==> config.mk <==
export PLATFORM = sky130hd
export DESIGN_NAME = script_fetch_flat
export DESIGN_NICKNAME = d
export VERILOG_FILES = /design/src/logic/script_pkg.sv /design/src/logic/instr_if.sv /design/src/logic/script_fetch.sv /design/src/flat_wrapper.sv
export SDC_FILE = /design/constraint.sdc
export NUM_CORES = 1
export LEC_CHECK = 0
export BUFFER_PORTS_ARGS = -buffer_cell sky130_fd_sc_hd__buf_2
export CORE_AREA = 2 2 61 74
export DETAILED_ROUTE_END_ITERATION = 12
export DIE_AREA = 0 0 63 76
export PLACE_DENSITY = 0.86
export SLEW_MARGIN = 5
export SYNTH_ARGS = -nofsm -noshare
export SYNTH_HDL_FRONTEND = slang
export SYNTH_SLANG_ARGS = --single-unit
==> constraint.sdc <==
create_clock -name clk_b -period 3.3 [get_ports clk_b]
set_input_delay 0.66 -clock clk_b [delete_from_list [all_inputs] [get_ports clk_b]]
set_output_delay 0.66 -clock clk_b [all_outputs]
set_load 0.02 [all_outputs]
==> src/logic/script_pkg.sv <==
package script_pkg;

	// script storage depth in words
	localparam int script_words = 256;

	// synchronizer depth between clk_a and clk_b
	localparam int cdc_stages = 4;

	typedef logic [9:0] host_addr_t;
	typedef logic [7:0] word_addr_t;
	typedef logic [31:0] script_word_t;
	typedef logic [15:0] pin_word_t;
	typedef logic [23:0] wait_count_t;

	// host request bundle is wdata, addr, we, req
	localparam int req_bus_width = $bits(script_word_t) + $bits(host_addr_t) + 2;

	// response bundle is read word and ack
	localparam int rsp_bus_width = $bits(script_word_t) + 1;

	// opcode in bits 31:28, anything else runs as a no-op
	typedef enum logic [3:0] {
		op_end = 4'h0,
		op_set = 4'h1,
		op_wait = 4'h2,
		op_jump = 4'h3
	} opcode_t;

	typedef enum logic [1:0] {
		exec_idle,
		exec_run,
		exec_wait
	} exec_state_t;

endpackage

==> src/logic/instr_if.sv <==
`timescale 1ns/10ps

interface instr_if
	import script_pkg::*;
();

	// fetch to exec
	logic valid;
	script_word_t instr;
	word_addr_t pc;

	// exec back to fetch
	logic advance;
	logic redirect;
	word_addr_t target;

	modport fetch (
		output valid, instr, pc,
		input advance, redirect, target
	);

	modport exec (
		input valid, instr,
		output advance, redirect, target
	);

endinterface

==> src/logic/script_fetch.sv <==
`timescale 1ns/10ps

module script_fetch
	import script_pkg::*;
(
	input logic clk_b,
	input logic rst_n,
	input logic start,
	output word_addr_t rd_addr,
	input script_word_t rd_data,
	instr_if.fetch ifc
);

	word_addr_t pc_q;
	word_addr_t pc_d;
	logic issue;
	logic running_q;
	logic pend_q;
	logic valid_q;
	script_word_t instr_q;
	opcode_t held_op;
	logic consume;
	logic stop;

	assign held_op = opcode_t'(instr_q[31:28]);
	assign consume = valid_q && ifc.advance;

	// script ends once its end word is taken
	assign stop = consume && (held_op == op_end);

	always_comb begin
		pc_d = pc_q;
		issue = 1'b0;
		if (!running_q) begin
			if (start) begin
				pc_d = '0;
				issue = 1'b1;
			end
		end else if (ifc.redirect) begin
			pc_d = ifc.target;
			issue = 1'b1;
		end else if (consume && !stop) begin
			pc_d = pc_q + 1'b1;
			issue = 1'b1;
		end
	end

	// read goes out with the new pc, data is back a cycle later
	assign rd_addr = pc_d;

	always_ff @(posedge clk_b) begin
		if (!rst_n) begin
			running_q <= 1'b0;
			pend_q <= 1'b0;
			valid_q <= 1'b0;
			pc_q <= '0;
		end else begin
			pc_q <= pc_d;
			pend_q <= issue;
			if (!running_q && start) begin
				running_q <= 1'b1;
			end else if (stop) begin
				running_q <= 1'b0;
			end
			// a new issue drops whatever was in flight
			if (issue || stop) begin
				valid_q <= 1'b0;
			end else if (pend_q) begin
				valid_q <= 1'b1;
			end
		end
	end

	always_ff @(posedge clk_b) begin
		if (pend_q && !issue) begin
			instr_q <= rd_data;
		end
	end

	assign ifc.valid = valid_q;
	assign ifc.instr = instr_q;
	assign ifc.pc = pc_q;

endmodule

==> src/flat_wrapper.sv <==
// flat-port wrapper written by rule: the top's interface ports become plain ports
module script_fetch_flat import script_pkg::*;
  (clk_b, rst_n, start, rd_addr, rd_data, ifc_valid, ifc_instr, ifc_pc, ifc_advance, ifc_redirect, ifc_target);
  instr_if ifc_i ();
  input logic clk_b;
  input logic rst_n;
  input logic start;
  output word_addr_t rd_addr;
  input script_word_t rd_data;
  output wire logic [$bits(ifc_i.valid)-1:0] ifc_valid;
  output wire logic [$bits(ifc_i.instr)-1:0] ifc_instr;
  output wire logic [$bits(ifc_i.pc)-1:0] ifc_pc;
  input wire logic [$bits(ifc_i.advance)-1:0] ifc_advance;
  input wire logic [$bits(ifc_i.redirect)-1:0] ifc_redirect;
  input wire logic [$bits(ifc_i.target)-1:0] ifc_target;
  assign ifc_valid = ifc_i.valid;
  assign ifc_instr = ifc_i.instr;
  assign ifc_pc = ifc_i.pc;
  assign ifc_i.advance = ifc_advance;
  assign ifc_i.redirect = ifc_redirect;
  assign ifc_i.target = ifc_target;
  script_fetch u_core (.clk_b(clk_b), .rst_n(rst_n), .start(start), .rd_addr(rd_addr), .rd_data(rd_data), .ifc(ifc_i));
endmodule
# Word level (Yosys, flattened, before mapping)
# Cells that the tools add are included.
word_totals:
  register_bits: 43
  wordCells: 29
  in_bits: 45
op_classes:
  mux: 10
  n_bitwise: 1
  reduce_logical: 12
  addsub: 1
op_table:
  columns: ["operator", "n"]
  rows:
  - ["$mux 8", 4]
  - ["$add 8x1->8 const B", 1]
  - ["$mux 1", 6]
  - ["$logic_and 1x1->1", 5]
  - ["$logic_not 4->1", 1]
  - ["$logic_not 1->1", 3]
  - ["$reduce_bool 2->1", 1]
  - ["$reduce_or 2->1", 1]
  - ["$logic_or 1x1->1", 1]
  - ["$not 1->1", 1]

# Longest topological paths before layout
# Gate-level depths: netlist (run 1).
logic_depth:
  word_depth: 9
  depth_mapped: 5

# Least setup slack after synthesis (run 1)
# No wires, ideal clock.
synth_timing:
  path_kind: "register to register"
  start: "register u_core.instr_q[31], in the netlist u_core.ifc.instr[31]"
  end: "register u_core.instr_q[0], in the netlist u_core.ifc.instr[0], enable pin"
  n_path_buf: 0
  path_stages_with_launch: 5
  path_slack_ps: 144
  t_arrival_ps: 2731
  path_cell_list: "edfxtp_1 or4_4 nand3_1 a21oi_1 nor2b_1"
synth_between:
  elab_chain_cells: 9
synth_rtl:
  columns: ["item", "line", "text"]
  rows:
  - ["start: declaration", "script_fetch.sv:20", "script_word_t instr_q;"]
  - ["start signal: assignment", "script_fetch.sv:76", "instr_q <= rd_data;"]
  - ["$logic_not 4->1", "script_fetch.sv:29", "assign stop = consume && (held_op == op_end);"]
  - ["$logic_and 1x1->1", "script_fetch.sv:29", null]
  - ["$logic_not 1->1", "script_fetch.sv:42", "end else if (consume && !stop) begin"]
  - ["$logic_and 1x1->1", "script_fetch.sv:42", null]
  - ["$mux 1", "script_fetch.sv:42", null]
  - ["$mux 1", "script_fetch.sv:39", "end else if (ifc.redirect) begin"]
  - ["$mux 1", "script_fetch.sv:34", "if (!running_q) begin"]
  - ["$logic_not 1->1", "script_fetch.sv:75", "if (pend_q && !issue) begin"]
  - ["$logic_and 1x1->1", "script_fetch.sv:75", null]
# No other way between the ends.
# A chain may end at the register's enable or synchronous reset.

# Worst setup path in the final report (run 1)
layout_timing:
  start: "register u_core.instr_q[31], in the netlist u_core.ifc.instr[31]"
  end: "output rd_addr[1]"
layout_between:
  elab_chain_cells: 7
layout_rtl:
  columns: ["item", "line", "text"]
  rows:
  - ["$logic_not 4->1", "script_fetch.sv:29", null]
  - ["$logic_and 1x1->1", "script_fetch.sv:29", null]
  - ["$logic_not 1->1", "script_fetch.sv:42", null]
  - ["$logic_and 1x1->1", "script_fetch.sv:42", null]
  - ["$mux 8", "script_fetch.sv:42", null]
  - ["$mux 8", "script_fetch.sv:39", null]
  - ["$mux 8", "script_fetch.sv:34", null]
  - ["end: declaration", "flat_wrapper.sv:8", "output word_addr_t rd_addr;"]
# No other way between the ends.

==> impl_metrics.prom, run 1 <==
# TYPE chip_impl_metric gauge
chip_impl_metric{name="remaining_drc_errors",unit=""} 0
chip_impl_metric{name="wl_per_cell",unit="um"} 13.5
chip_impl_metric{name="std_cell_rows",unit=""} 26
chip_impl_info{name="layout_commonest_cell",value="buf_2"} 1
chip_impl_metric{name="synth.avg_cell_area",unit="um2"} 13.7
chip_impl_metric{name="post-cts-setup-buffers",unit=""} 0
chip_impl_metric{name="irDropWorstVdd",unit="uV"} 337
chip_impl_metric{name="final.setup_skew",unit="ns"} 0.00309
chip_impl_metric{name="non_filler_cells_in_the_finished_layout",unit=""} 280
chip_impl_metric{name="netlist_area",unit="mm2"} 0.00170
chip_impl_metric{name="timing.critical_path.slowest_cell_delay",unit="ns"} 0.58
chip_impl_metric{name="report.final.setup_viol",unit=""} 0
chip_impl_metric{name="tightest_slew",unit="ns"} 0.499
chip_impl_metric{name="required_worst_endpoint",unit="ns"} 2.64
chip_impl_metric{name="count_of_flip_flops_with_a_built_in_enable_after_synthesis",unit=""} 32
chip_impl_info{name="hold_path.class",value="in2reg"} 1
chip_impl_metric{name="grt_antenna_before_repair",unit=""} 0
chip_impl_metric{name="maxCapViolations",unit=""} 0
chip_impl_metric{name="num_cts_buffers",unit=""} 5
chip_impl_metric{name="chipWidth",unit="um"} 63
chip_impl_metric{name="die_y",unit="um"} 76
chip_impl_metric{name="grt_first_pass_wirelength",unit="mm"} 6.14
chip_impl_metric{name="drt-vias-per-instance",unit=""} 5.05
chip_impl_info{name="cts_tree",value="done"} 1
chip_impl_metric{name="multi_input_gate_area_in_the_final_layout",unit="um2"} 499
chip_impl_metric{name="synth.yosys.seq_area_share",unit="%"} 69.3
chip_impl_metric{name="port_buffers",unit=""} 93
chip_impl_metric{name="finalHoldViolCount",unit=""} 0
chip_impl_metric{name="clk_path_buf_depth",unit=""} 2
chip_impl_metric{name="num-fill-cells",unit=""} 373
chip_impl_metric{name="core-area",unit="mm2"} 0.00413
chip_impl_metric{name="detail_route.iter0.violations",unit=""} 103
chip_impl_metric{name="dp_hpwl",unit="mm"} 3.01
chip_impl_metric{name="min_delay_path_depth",unit=""} 1
chip_impl_info{name="crit_chain",value="or4_4 -> a41oi_2 -> nor2_1 -> or2_1 -> buf_2"} 1
chip_impl_metric{name="leakagePower",unit="uW"} 0.000970
chip_impl_metric{name="worst-r2r-cell-count",unit=""} 4
chip_impl_metric{name="gr-usage-all-layers",unit="%"} 16.0
chip_impl_metric{name="antennaDiodeCount",unit=""} 0
chip_impl_metric{name="path_max_fanout",unit=""} 3
chip_impl_metric{name="cts_max_level",unit=""} 2
chip_impl_info{name="layout.cells.most_common_list",value="buf_2 (93), edfxtp_1 (32), dfxtp_1 (11), a21oi_1 (9)"} 1
chip_impl_metric{name="cts.clk_slew.worst_paths",unit="ns"} 0.08
chip_impl_metric{name="worst_skew_pair_later_pin_latency",unit="ns"} 0.28
chip_impl_metric{name="synth.net_count",unit=""} 170
chip_impl_metric{name="synth.ff_latch_count",unit=""} 43
chip_impl_info{name="primary_flip_flop_cell_chosen_by_synthesis_mapping",value="edfxtp_1"} 1
chip_impl_info{name="crit_path_start_kind",value="flip-flop"} 1
chip_impl_info{name="cts.root.buffer_cell",value="clkbuf_8"} 1
chip_impl_metric{name="globalRouteOverflowTotal",unit=""} 0
chip_impl_metric{name="finalSetupTns",unit="ns"} 0
chip_impl_info{name="setup_repair_after_global_routing_missed_its_margin",value="false"} 1
chip_impl_metric{name="cp.arrival",unit="ns"} 1.95
chip_impl_metric{name="numClockSinks",unit=""} 43
chip_impl_metric{name="wl",unit="mm"} 3.78
chip_impl_metric{name="grt_max_degree",unit=""} 33
chip_impl_metric{name="area.growth.synth_to_final",unit="%"} 36.8
chip_impl_metric{name="initial_utilization",unit="%"} 41.2
chip_impl_metric{name="nNetsFinal",unit=""} 269
chip_impl_metric{name="timing.max_slew.rel_slack",unit="%"} 66.7
chip_impl_metric{name="drv_slew",unit=""} 0
chip_impl_metric{name="layout-drive-gt1-share",unit="%"} 48.7
chip_impl_metric{name="via_count_of_the_first_global_routing_pass",unit=""} 1448
chip_impl_metric{name="netlist_instances",unit=""} 124
chip_impl_metric{name="holdBufCountCts",unit=""} 0
chip_impl_metric{name="synth.distinct_cells",unit=""} 37
chip_impl_metric{name="period_minus_slack",unit="ns"} 2.61
chip_impl_metric{name="place.detailed.instances",unit=""} 272
chip_impl_metric{name="io-pin-count",unit=""} 94
chip_impl_metric{name="post_cts_resize_count",unit=""} 0
chip_impl_metric{name="fmax",unit="GHz"} 0.383
chip_impl_info{name="crit_path_top_delay_cell",value="or4_4"} 1
chip_impl_metric{name="antenna_left",unit=""} 0
chip_impl_metric{name="power_density",unit="mW/mm2"} 456
chip_impl_metric{name="async_reset_ff_share",unit="%"} 0
chip_impl_metric{name="die_area",unit="mm2"} 0.00479
chip_impl_metric{name="gpl.final_weighted_congestion",unit=""} 0.824
chip_impl_metric{name="yosys_warnings",unit=""} 0
chip_impl_metric{name="min_period_over_period",unit="%"} 79.2
chip_impl_info{name="outcome",value="complete, no violations"} 1
chip_impl_metric{name="routed-via-count",unit=""} 1413
chip_impl_info{name="critPathKind",value="reg2out"} 1
chip_impl_metric{name="firstDrtPassIters",unit=""} 4
chip_impl_metric{name="seqCellArea",unit="mm2"} 0.00118
chip_impl_info{name="crit_path_end_kind",value="output pin"} 1
==> Yosys cell counts (all sizes together), types with 3 or more instances <==
| cell type | instances | area, um2 |
|---|---|---|
| nor2 | 3 | 11.3 |
| a21oi | 9 | 45.0 |
| inv | 3 | 11.3 |
| edfxtp | 32 | 961 |
| nand3 | 5 | 25.0 |
| dfxtp | 11 | 220 |
| nor4 | 4 | 31.3 |
| nor3b | 7 | 52.6 |
| o21ai | 8 | 40.0 |
| o31a | 3 | 26.3 |
| nand2 | 7 | 26.3 |
==> cells by family after synthesis <==
kind of cell | count (synthesis) | synth area share (%)
buf+inv | 6 | 1.54
fa+ha+maj | 1 | 0.734
compound gates | 32 | 12.3
xor+xnor | 2 | 1.03
simple gates | 40 | 15.1
flops | 43 | 69.3
==> routing by layer <==
metal  wire [um]  GRT usage (%)  vias to the layer above
met2        1870           27.7                       89
met4          24           5.56                        0
li1            -              -                      679
met1        1440           17.4                      640
met3         450           6.94                        5
met5           0              0                        -
==> through the flow <==
stage | hold WS (ns) | power (uW) | utilization (%) | instance area [um2] | worst slack (ns)
floorplan | 0.497 | 696 | - | 1700 | 0.144
global placement | 0.508 | 754 | 54.3 | 2240 | 0.927
detailed placement | 0.539 | 758 | 54.3 | 2240 | 0.912
CTS | 0.533 | 1070 | 56.4 | 2330 | 0.651
global route | 0.529 | 1110 | 56.4 | 2330 | 0.597
finish | 0.543 | 1060 | 56.4 | 2330 | 0.687
==> state kept, by name, summed over array words and instances, names as in the netlist <==
name              cells
u_core.ifc.instr     32
u_core.ifc.valid      1
u_core.ifc.pc         8
u_core.running_q      1
u_core.pend_q         1
==> power breakdown <==
group          internal (uW)  switching (uW)
clock network            147             170
registers                605            15.1
logic                   48.7            75.4
total                    801             260
==> final cells by class <==
class | instances | share of cell area, %
timing repair buffer | 95 | 20.6
clock buffer | 5 | 2.95
inverter | 3 | 0.483
clock inverter | 3 | 0.859
multi-input combinational | 75 | 21.4
sequential | 43 | 50.7
tap | 56 | 3.01
==> worst paths after layout <==
check	start	to	slack [ns]
hold reg to reg	u_core.pend_q$_SDFF_PN0_	u_core.ifc.valid$_SDFFE_PP0P_	0.55
setup / recovery	u_core.ifc.instr[31]$_DFFE_PP_	rd_addr[1]	0.69
hold / removal	rd_data[2]	u_core.ifc.instr[2]$_DFFE_PP_	0.54
setup reg to reg	u_core.running_q$_SDFFE_PN0P_	u_core.ifc.instr[0]$_DFFE_PP_	1.22
==> critical path: cells and delay by family, from the launching register on <==
family	cells	cell delay, ns
simple gates	3	0.87
compound gates	1	0.22
flops	1	0.43
buf+inv	1	0.16
(Power assumes the default switching activity.)
==> inputs of run 2 (changes only) <==
==> constraint.sdc (replaced) <==
create_clock -name clk_b -period 2.5 [get_ports clk_b]
set_input_delay 0.5 -clock clk_b [delete_from_list [all_inputs] [get_ports clk_b]]
set_output_delay 0.5 -clock clk_b [all_outputs]
set_load 0.02 [all_outputs]
==> impl_metrics.prom, run 2 (synthesized netlist as in run 1, its figures left out) <==
# TYPE chip_impl_metric gauge
chip_impl_metric{name="initial_utilization",unit="%"} 41.2
chip_impl_info{name="crit_path_end_kind",value="output pin"} 1
chip_impl_metric{name="nNetsFinal",unit=""} 271
chip_impl_metric{name="clk_path_buf_depth",unit=""} 2
chip_impl_info{name="cts_tree",value="done"} 1
chip_impl_metric{name="num_cts_buffers",unit=""} 5
chip_impl_metric{name="finalHoldViolCount",unit=""} 0
chip_impl_metric{name="die_y",unit="um"} 76
chip_impl_info{name="layout_commonest_cell",value="buf_2"} 1
chip_impl_metric{name="std_cell_rows",unit=""} 26
chip_impl_metric{name="worst_skew_pair_later_pin_latency",unit="ns"} 0.28
chip_impl_metric{name="remaining_drc_errors",unit=""} 0
chip_impl_metric{name="wl_per_cell",unit="um"} 14.1
chip_impl_metric{name="grt_first_pass_wirelength",unit="mm"} 6.30
chip_impl_metric{name="power_density",unit="mW/mm2"} 596
chip_impl_metric{name="dp_hpwl",unit="mm"} 3.07
chip_impl_metric{name="detail_route.iter0.violations",unit=""} 73
chip_impl_metric{name="io-pin-count",unit=""} 94
chip_impl_metric{name="routed-via-count",unit=""} 1429
chip_impl_metric{name="cts_max_level",unit=""} 2
chip_impl_info{name="cts.root.buffer_cell",value="clkbuf_8"} 1
chip_impl_metric{name="leakagePower",unit="uW"} 0.000985
chip_impl_metric{name="tightest_slew",unit="ns"} 0.456
chip_impl_metric{name="fmax",unit="GHz"} 0.412
chip_impl_metric{name="antenna_left",unit=""} 0
chip_impl_info{name="layout.cells.most_common_list",value="buf_2 (92), edfxtp_1 (32), dfxtp_1 (11), a21oi_1 (9)"} 1
chip_impl_metric{name="drt-vias-per-instance",unit=""} 5.07
chip_impl_info{name="hold_path.class",value="in2reg"} 1
chip_impl_metric{name="antennaDiodeCount",unit=""} 0
chip_impl_metric{name="globalRouteOverflowTotal",unit=""} 0
chip_impl_metric{name="grt_antenna_before_repair",unit=""} 0
chip_impl_metric{name="firstDrtPassIters",unit=""} 4
chip_impl_metric{name="irDropWorstVdd",unit="uV"} 452
chip_impl_metric{name="gpl.final_weighted_congestion",unit=""} 0.834
chip_impl_info{name="crit_path_start_kind",value="flip-flop"} 1
chip_impl_metric{name="port_buffers",unit=""} 93
chip_impl_metric{name="die_area",unit="mm2"} 0.00479
chip_impl_metric{name="wl",unit="mm"} 3.98
chip_impl_metric{name="drv_slew",unit=""} 0
chip_impl_metric{name="via_count_of_the_first_global_routing_pass",unit=""} 1462
chip_impl_metric{name="gr-usage-all-layers",unit="%"} 17.3
chip_impl_metric{name="timing.max_slew.rel_slack",unit="%"} 69.6
chip_impl_info{name="min_from",value="rd_data[11]"} 1
chip_impl_metric{name="numClockSinks",unit=""} 43
chip_impl_metric{name="fin_hold_ws",unit="ns"} 0.383
chip_impl_metric{name="min_period_over_period",unit="%"} 97.0
chip_impl_metric{name="period_minus_slack",unit="ns"} 2.43
chip_impl_metric{name="maxCapViolations",unit=""} 0
chip_impl_metric{name="cts.clk_slew.worst_paths",unit="ns"} 0.08
chip_impl_info{name="outcome",value="complete, no violations"} 1
chip_impl_metric{name="num-fill-cells",unit=""} 340
chip_impl_metric{name="finalSetupTns",unit="ns"} 0
chip_impl_metric{name="required_worst_endpoint",unit="ns"} 2.00
chip_impl_metric{name="chipWidth",unit="um"} 63
chip_impl_metric{name="report.final.setup_viol",unit=""} 0
chip_impl_metric{name="layout-drive-gt1-share",unit="%"} 49.6
chip_impl_metric{name="largest_register_ff_count",unit=""} 32
chip_impl_info{name="timing.rr.start",value="u_core.ifc.instr[28]$_DFFE_PP_"} 1
chip_impl_info{name="critPathKind",value="reg2out"} 1
chip_impl_metric{name="path_max_fanout",unit=""} 3
chip_impl_info{name="setup_repair_after_global_routing_missed_its_margin",value="false"} 1
chip_impl_metric{name="cp.arrival",unit="ns"} 1.93
chip_impl_metric{name="grt_max_degree",unit=""} 33
chip_impl_metric{name="final.setup_skew",unit="ns"} 0.00358
chip_impl_metric{name="core-area",unit="mm2"} 0.00413
chip_impl_info{name="startpoint",value="u_core.ifc.instr[28]$_DFFE_PP_"} 1
chip_impl_metric{name="area.growth.synth_to_final",unit="%"} 39.0
[run 2: cell types whose count changed in the layout (fill, tap and decap cells not counted)]
cell / change
nor2_1: -1
buf_2: -1
buf_4: +2
buf_12: +1
nor2b_2: -1
nor2_2: +1
nor2b_4: +1
[run 2: layout make-up]
cell class / count / area, um2 / area share [%]
clock buffers: 5 / 68.8 / 2.91
inverters: 3 / 11.3 / 0.475
clock inverters: 3 / 20.0 / 0.845
repair buffers: 97 / 510 / 21.6
flip-flops and latches: 43 / 1180 / 49.9
well taps: 56 / 70.1 / 2.96
multi-input cells: 75 / 507 / 21.4
[run 2: timing repair]
action,in CTS,in global routing
gates resized for setup,0,2
hold buffers,0,0
hold endpoints to repair,0,0
endpoints found under the setup margin,0,1
setup buffers,0,2
[run 2: power breakdown]
group / internal, uW / switching (uW) / leakage [uW]
registers: 799 / 19.5 / 0.000384
logic: 69.5 / 103 / 0.000559
clock network: 194 / 227 / 0.0000418
[run 2: critical path, stage by stage, from the launching register on]
cell and delay [ns]:
edfxtp_1 0.42, or4_4 0.57, a41oi_2 0.20, nor2_2 0.06, or2_1 0.23, buf_4 0.16
[run 2: per-layer routing]
layer  GRT usage (%)  share of wire [%]  vias to the layer above
met5               0                  0                        -
met4            8.00                1.0                        0
met3            9.16                 15                        2
met2            29.1                 48                       97
met1            17.3                 37                      642
li1                -                  -                      688
[run 2: worst paths after layout]
| check | to | slack [ns] | depth (start not counted) |
|---|---|---|---|
| worst max-delay path | rd_addr[1] | 0.07 | 5 |
| worst min-delay path | u_core.ifc.instr[11]$_DFFE_PP_ | 0.38 | 1 |
| worst max register to register | u_core.ifc.instr[22]$_DFFE_PP_ | 0.48 | 6 |
| worst min register to register | u_core.ifc.valid$_SDFFE_PP0P_ | 0.54 | 2 |
[run 2: metrics by stage]
stage                     utilization, %  total power, uW  setup WS, ns  instances  cell area (um2)
after floorplan                        -              920         0.275        124             1710
after global placement              54.7             1000         0.386        272             2260
after detailed placement            54.7             1000         0.361        272             2260
after CTS                           56.8             1430        0.0234        280             2350
after global routing                57.3             1480      0.000492        282             2370
final                               57.3             1410        0.0743        282             2370
==> inputs of run 3 (changes only) <==
--- a/config.mk
+++ b/config.mk
@@ -6,10 +6,13 @@
 export NUM_CORES = 1
 export LEC_CHECK = 0
 export BUFFER_PORTS_ARGS = -buffer_cell sky130_fd_sc_hd__buf_2
-export CORE_AREA = 2 2 61 74
+export CAP_MARGIN = 20
+export CELL_PAD_IN_SITES_DETAIL_PLACEMENT = 1
+export CELL_PAD_IN_SITES_GLOBAL_PLACEMENT = 1
+export CORE_AREA = 2 2 69 84
 export DETAILED_ROUTE_END_ITERATION = 12
-export DIE_AREA = 0 0 63 76
-export PLACE_DENSITY = 0.86
+export DIE_AREA = 0 0 71 86
+export PLACE_DENSITY = 0.87
 export SLEW_MARGIN = 5
 export SYNTH_ARGS = -nofsm -noshare
 export SYNTH_HDL_FRONTEND = slang
==> impl_metrics.prom, run 3 (synthesized netlist as in run 1, its figures left out) <==
# TYPE chip_impl_metric gauge
chip_impl_metric{name="wl",unit="mm"} 4.86
chip_impl_metric{name="gpl.final_weighted_congestion",unit=""} 0.882
chip_impl_metric{name="tightest_slew",unit="ns"} 0.462
chip_impl_metric{name="die_y",unit="um"} 86
chip_impl_metric{name="routed-via-count",unit=""} 1452
chip_impl_metric{name="antenna_left",unit=""} 0
chip_impl_metric{name="multi_input_gate_area_in_the_final_layout",unit="um2"} 504
chip_impl_metric{name="min_period_over_period",unit="%"} 95.3
chip_impl_metric{name="numClockSinks",unit=""} 43
chip_impl_info{name="cts.root.buffer_cell",value="clkbuf_8"} 1
chip_impl_metric{name="utilization_after_layout",unit="%"} 45.3
chip_impl_metric{name="antennaDiodeCount",unit=""} 0
chip_impl_metric{name="non_filler_cells_in_the_finished_layout",unit=""} 289
chip_impl_info{name="critPathKind",value="reg2out"} 1
chip_impl_metric{name="maxCapViolations",unit=""} 0
chip_impl_metric{name="grt_antenna_before_repair",unit=""} 0
chip_impl_metric{name="power_density",unit="mW/mm2"} 604
chip_impl_metric{name="fmax",unit="GHz"} 0.420
chip_impl_metric{name="drv_slew",unit=""} 0
chip_impl_metric{name="initial_utilization",unit="%"} 32.4
chip_impl_metric{name="pre_cts_slack",unit="ns"} 0.353
chip_impl_metric{name="cts.clk_slew.worst_paths",unit="ns"} 0.09
chip_impl_metric{name="via_count_of_the_first_global_routing_pass",unit=""} 1644
chip_impl_metric{name="detail_route.iter0.violations",unit=""} 41
chip_impl_info{name="timing.rr.start",value="u_core.running_q$_SDFFE_PN0P_"} 1
chip_impl_metric{name="wl_per_cell",unit="um"} 16.8
chip_impl_info{name="startpoint",value="u_core.ifc.instr[30]$_DFFE_PP_"} 1
chip_impl_metric{name="clock_share_of_power",unit="%"} 30.7
chip_impl_metric{name="chipWidth",unit="um"} 71
chip_impl_metric{name="std_cell_rows",unit=""} 29
chip_impl_metric{name="timing.max_slew.rel_slack",unit="%"} 69.1
chip_impl_metric{name="path_max_fanout",unit=""} 3
chip_impl_metric{name="largest_register_ff_count",unit=""} 32
chip_impl_metric{name="port_buffers",unit=""} 93
chip_impl_metric{name="grt_first_pass_wirelength",unit="mm"} 7.84
chip_impl_metric{name="place.detailed.instances",unit=""} 279
chip_impl_metric{name="drt-vias-per-instance",unit=""} 5.02
chip_impl_metric{name="required_worst_endpoint",unit="ns"} 2.00
chip_impl_metric{name="globalRouteOverflowTotal",unit=""} 0
chip_impl_metric{name="area.growth.synth_to_final",unit="%"} 39.7
chip_impl_info{name="layout_commonest_cell",value="buf_2"} 1
chip_impl_metric{name="irDropWorstVdd",unit="uV"} 358
chip_impl_metric{name="gr-usage-all-layers",unit="%"} 16.9
chip_impl_metric{name="layout-drive-gt1-share",unit="%"} 49.3
chip_impl_metric{name="nNetsFinal",unit=""} 272
chip_impl_info{name="crit_path_start_kind",value="flip-flop"} 1
chip_impl_metric{name="setup_slack",unit="ns"} 0.117
chip_impl_metric{name="cp.arrival",unit="ns"} 1.88
chip_impl_metric{name="period_minus_slack",unit="ns"} 2.38
chip_impl_metric{name="finalHoldViolCount",unit=""} 0
chip_impl_metric{name="dp_hpwl",unit="mm"} 3.87
chip_impl_metric{name="die_area",unit="mm2"} 0.00611
chip_impl_metric{name="num_cts_buffers",unit=""} 5
chip_impl_metric{name="firstDrtPassIters",unit=""} 4
chip_impl_metric{name="num-fill-cells",unit=""} 587
chip_impl_info{name="setup_repair_after_global_routing_missed_its_margin",value="false"} 1
chip_impl_metric{name="internal_power",unit="uW"} 1060
chip_impl_metric{name="io-pin-count",unit=""} 94
chip_impl_info{name="layout.cells.most_common_list",value="buf_2 (92), edfxtp_1 (32), dfxtp_1 (11), a21oi_1 (9)"} 1
chip_impl_metric{name="leakagePower",unit="uW"} 0.000991
chip_impl_metric{name="cts_max_level",unit=""} 2
chip_impl_metric{name="net_load_switching_power",unit="uW"} 374
chip_impl_info{name="crit_path_end_kind",value="output pin"} 1
chip_impl_metric{name="remaining_drc_errors",unit=""} 0
chip_impl_info{name="outcome",value="complete, no violations"} 1
chip_impl_metric{name="report.final.setup_viol",unit=""} 0
chip_impl_metric{name="clk_path_buf_depth",unit=""} 2
chip_impl_metric{name="finalSetupTns",unit="ns"} 0
chip_impl_metric{name="final.setup_skew",unit="ns"} 0.0129
chip_impl_info{name="cts_tree",value="done"} 1
chip_impl_metric{name="finalPower",unit="uW"} 1440
chip_impl_metric{name="grt_max_degree",unit=""} 33
chip_impl_info{name="hold_path.class",value="in2reg"} 1
chip_impl_metric{name="power.share.combinational",unit="%"} 12.4
chip_impl_metric{name="power.sequential.fraction",unit="%"} 56.9
chip_impl_metric{name="core-area",unit="mm2"} 0.00526
chip_impl_info{name="min_from",value="rd_data[19]"} 1
chip_impl_metric{name="seqCellArea",unit="mm2"} 0.00118
chip_impl_metric{name="switching_share",unit="%"} 26.0
chip_impl_metric{name="worst_skew_pair_later_pin_latency",unit="ns"} 0.30
## run 3: cell types whose count changed in the layout (fill, tap and decap cells not counted)
cell / change
nor2_2: -1
nor2_1: +1
buf_4: +1
## run 3: worst paths after layout
check,slack (ns),endpoint,cells past startpoint
max,0.12,rd_addr[1],5
min,0.37,u_core.ifc.instr[19]$_DFFE_PP_,1
max reg2reg,0.53,u_core.ifc.instr[15]$_DFFE_PP_,4
min reg2reg,0.55,u_core.ifc.valid$_SDFFE_PP0P_,2
## run 3: layout make-up
type | count | share of cell area (%)
Timing Repair Buffer | 98 | 21.8
Sequential cell | 43 | 49.6
Tap cell | 62 | 3.26
Clock buffer | 5 | 2.89
Inverter | 3 | 0.473
Clock inverter | 3 | 0.841
Multi-Input combinational cell | 75 | 21.2
## run 3: what timing repair did
| action | CTS | global route |
|---|---|---|
| hold buffers | 0 | 0 |
| endpoints found under the setup margin | 0 | 1 |
| gates resized for setup | 0 | 1 |
| setup buffers | 0 | 2 |
## run 3: metal layers
| metal | part of all wire (%) | vias up | global-route usage [%] |
|---|---|---|---|
| met5 | 0 | - | 0 |
| met4 | 1.3 | 0 | 6.35 |
| met3 | 11 | 7 | 6.93 |
| met2 | 51 | 81 | 29.1 |
| met1 | 37 | 676 | 18.5 |
| li1 | - | 688 | - |
## run 3: stage by stage
step | instance area, um2 | hold slack (ns)
finish | 2380 | 0.368
global route | 2380 | 0.365
global placement | 2270 | 0.510
floorplan | 1710 | 0.502
CTS | 2360 | 0.364
detailed placement | 2270 | 0.568
## run 3: worst max-delay path, cell delays in order, from the launching register on
cell and delay, ns:
edfxtp_1 0.43, or4_4 0.56, a41oi_2 0.17, nor2_1 0.06, or2_1 0.21, buf_4 0.16
## run 3: power groups by stage
stage                     clock network (uW)  logic (uW)  registers (uW)
final                                    441         178             819
after global routing                     469         193             823
after CTS                                450         179             819
after detailed placement                   0         179             835
after global placement                     0         171             833
after floorplan                            0        57.7             862
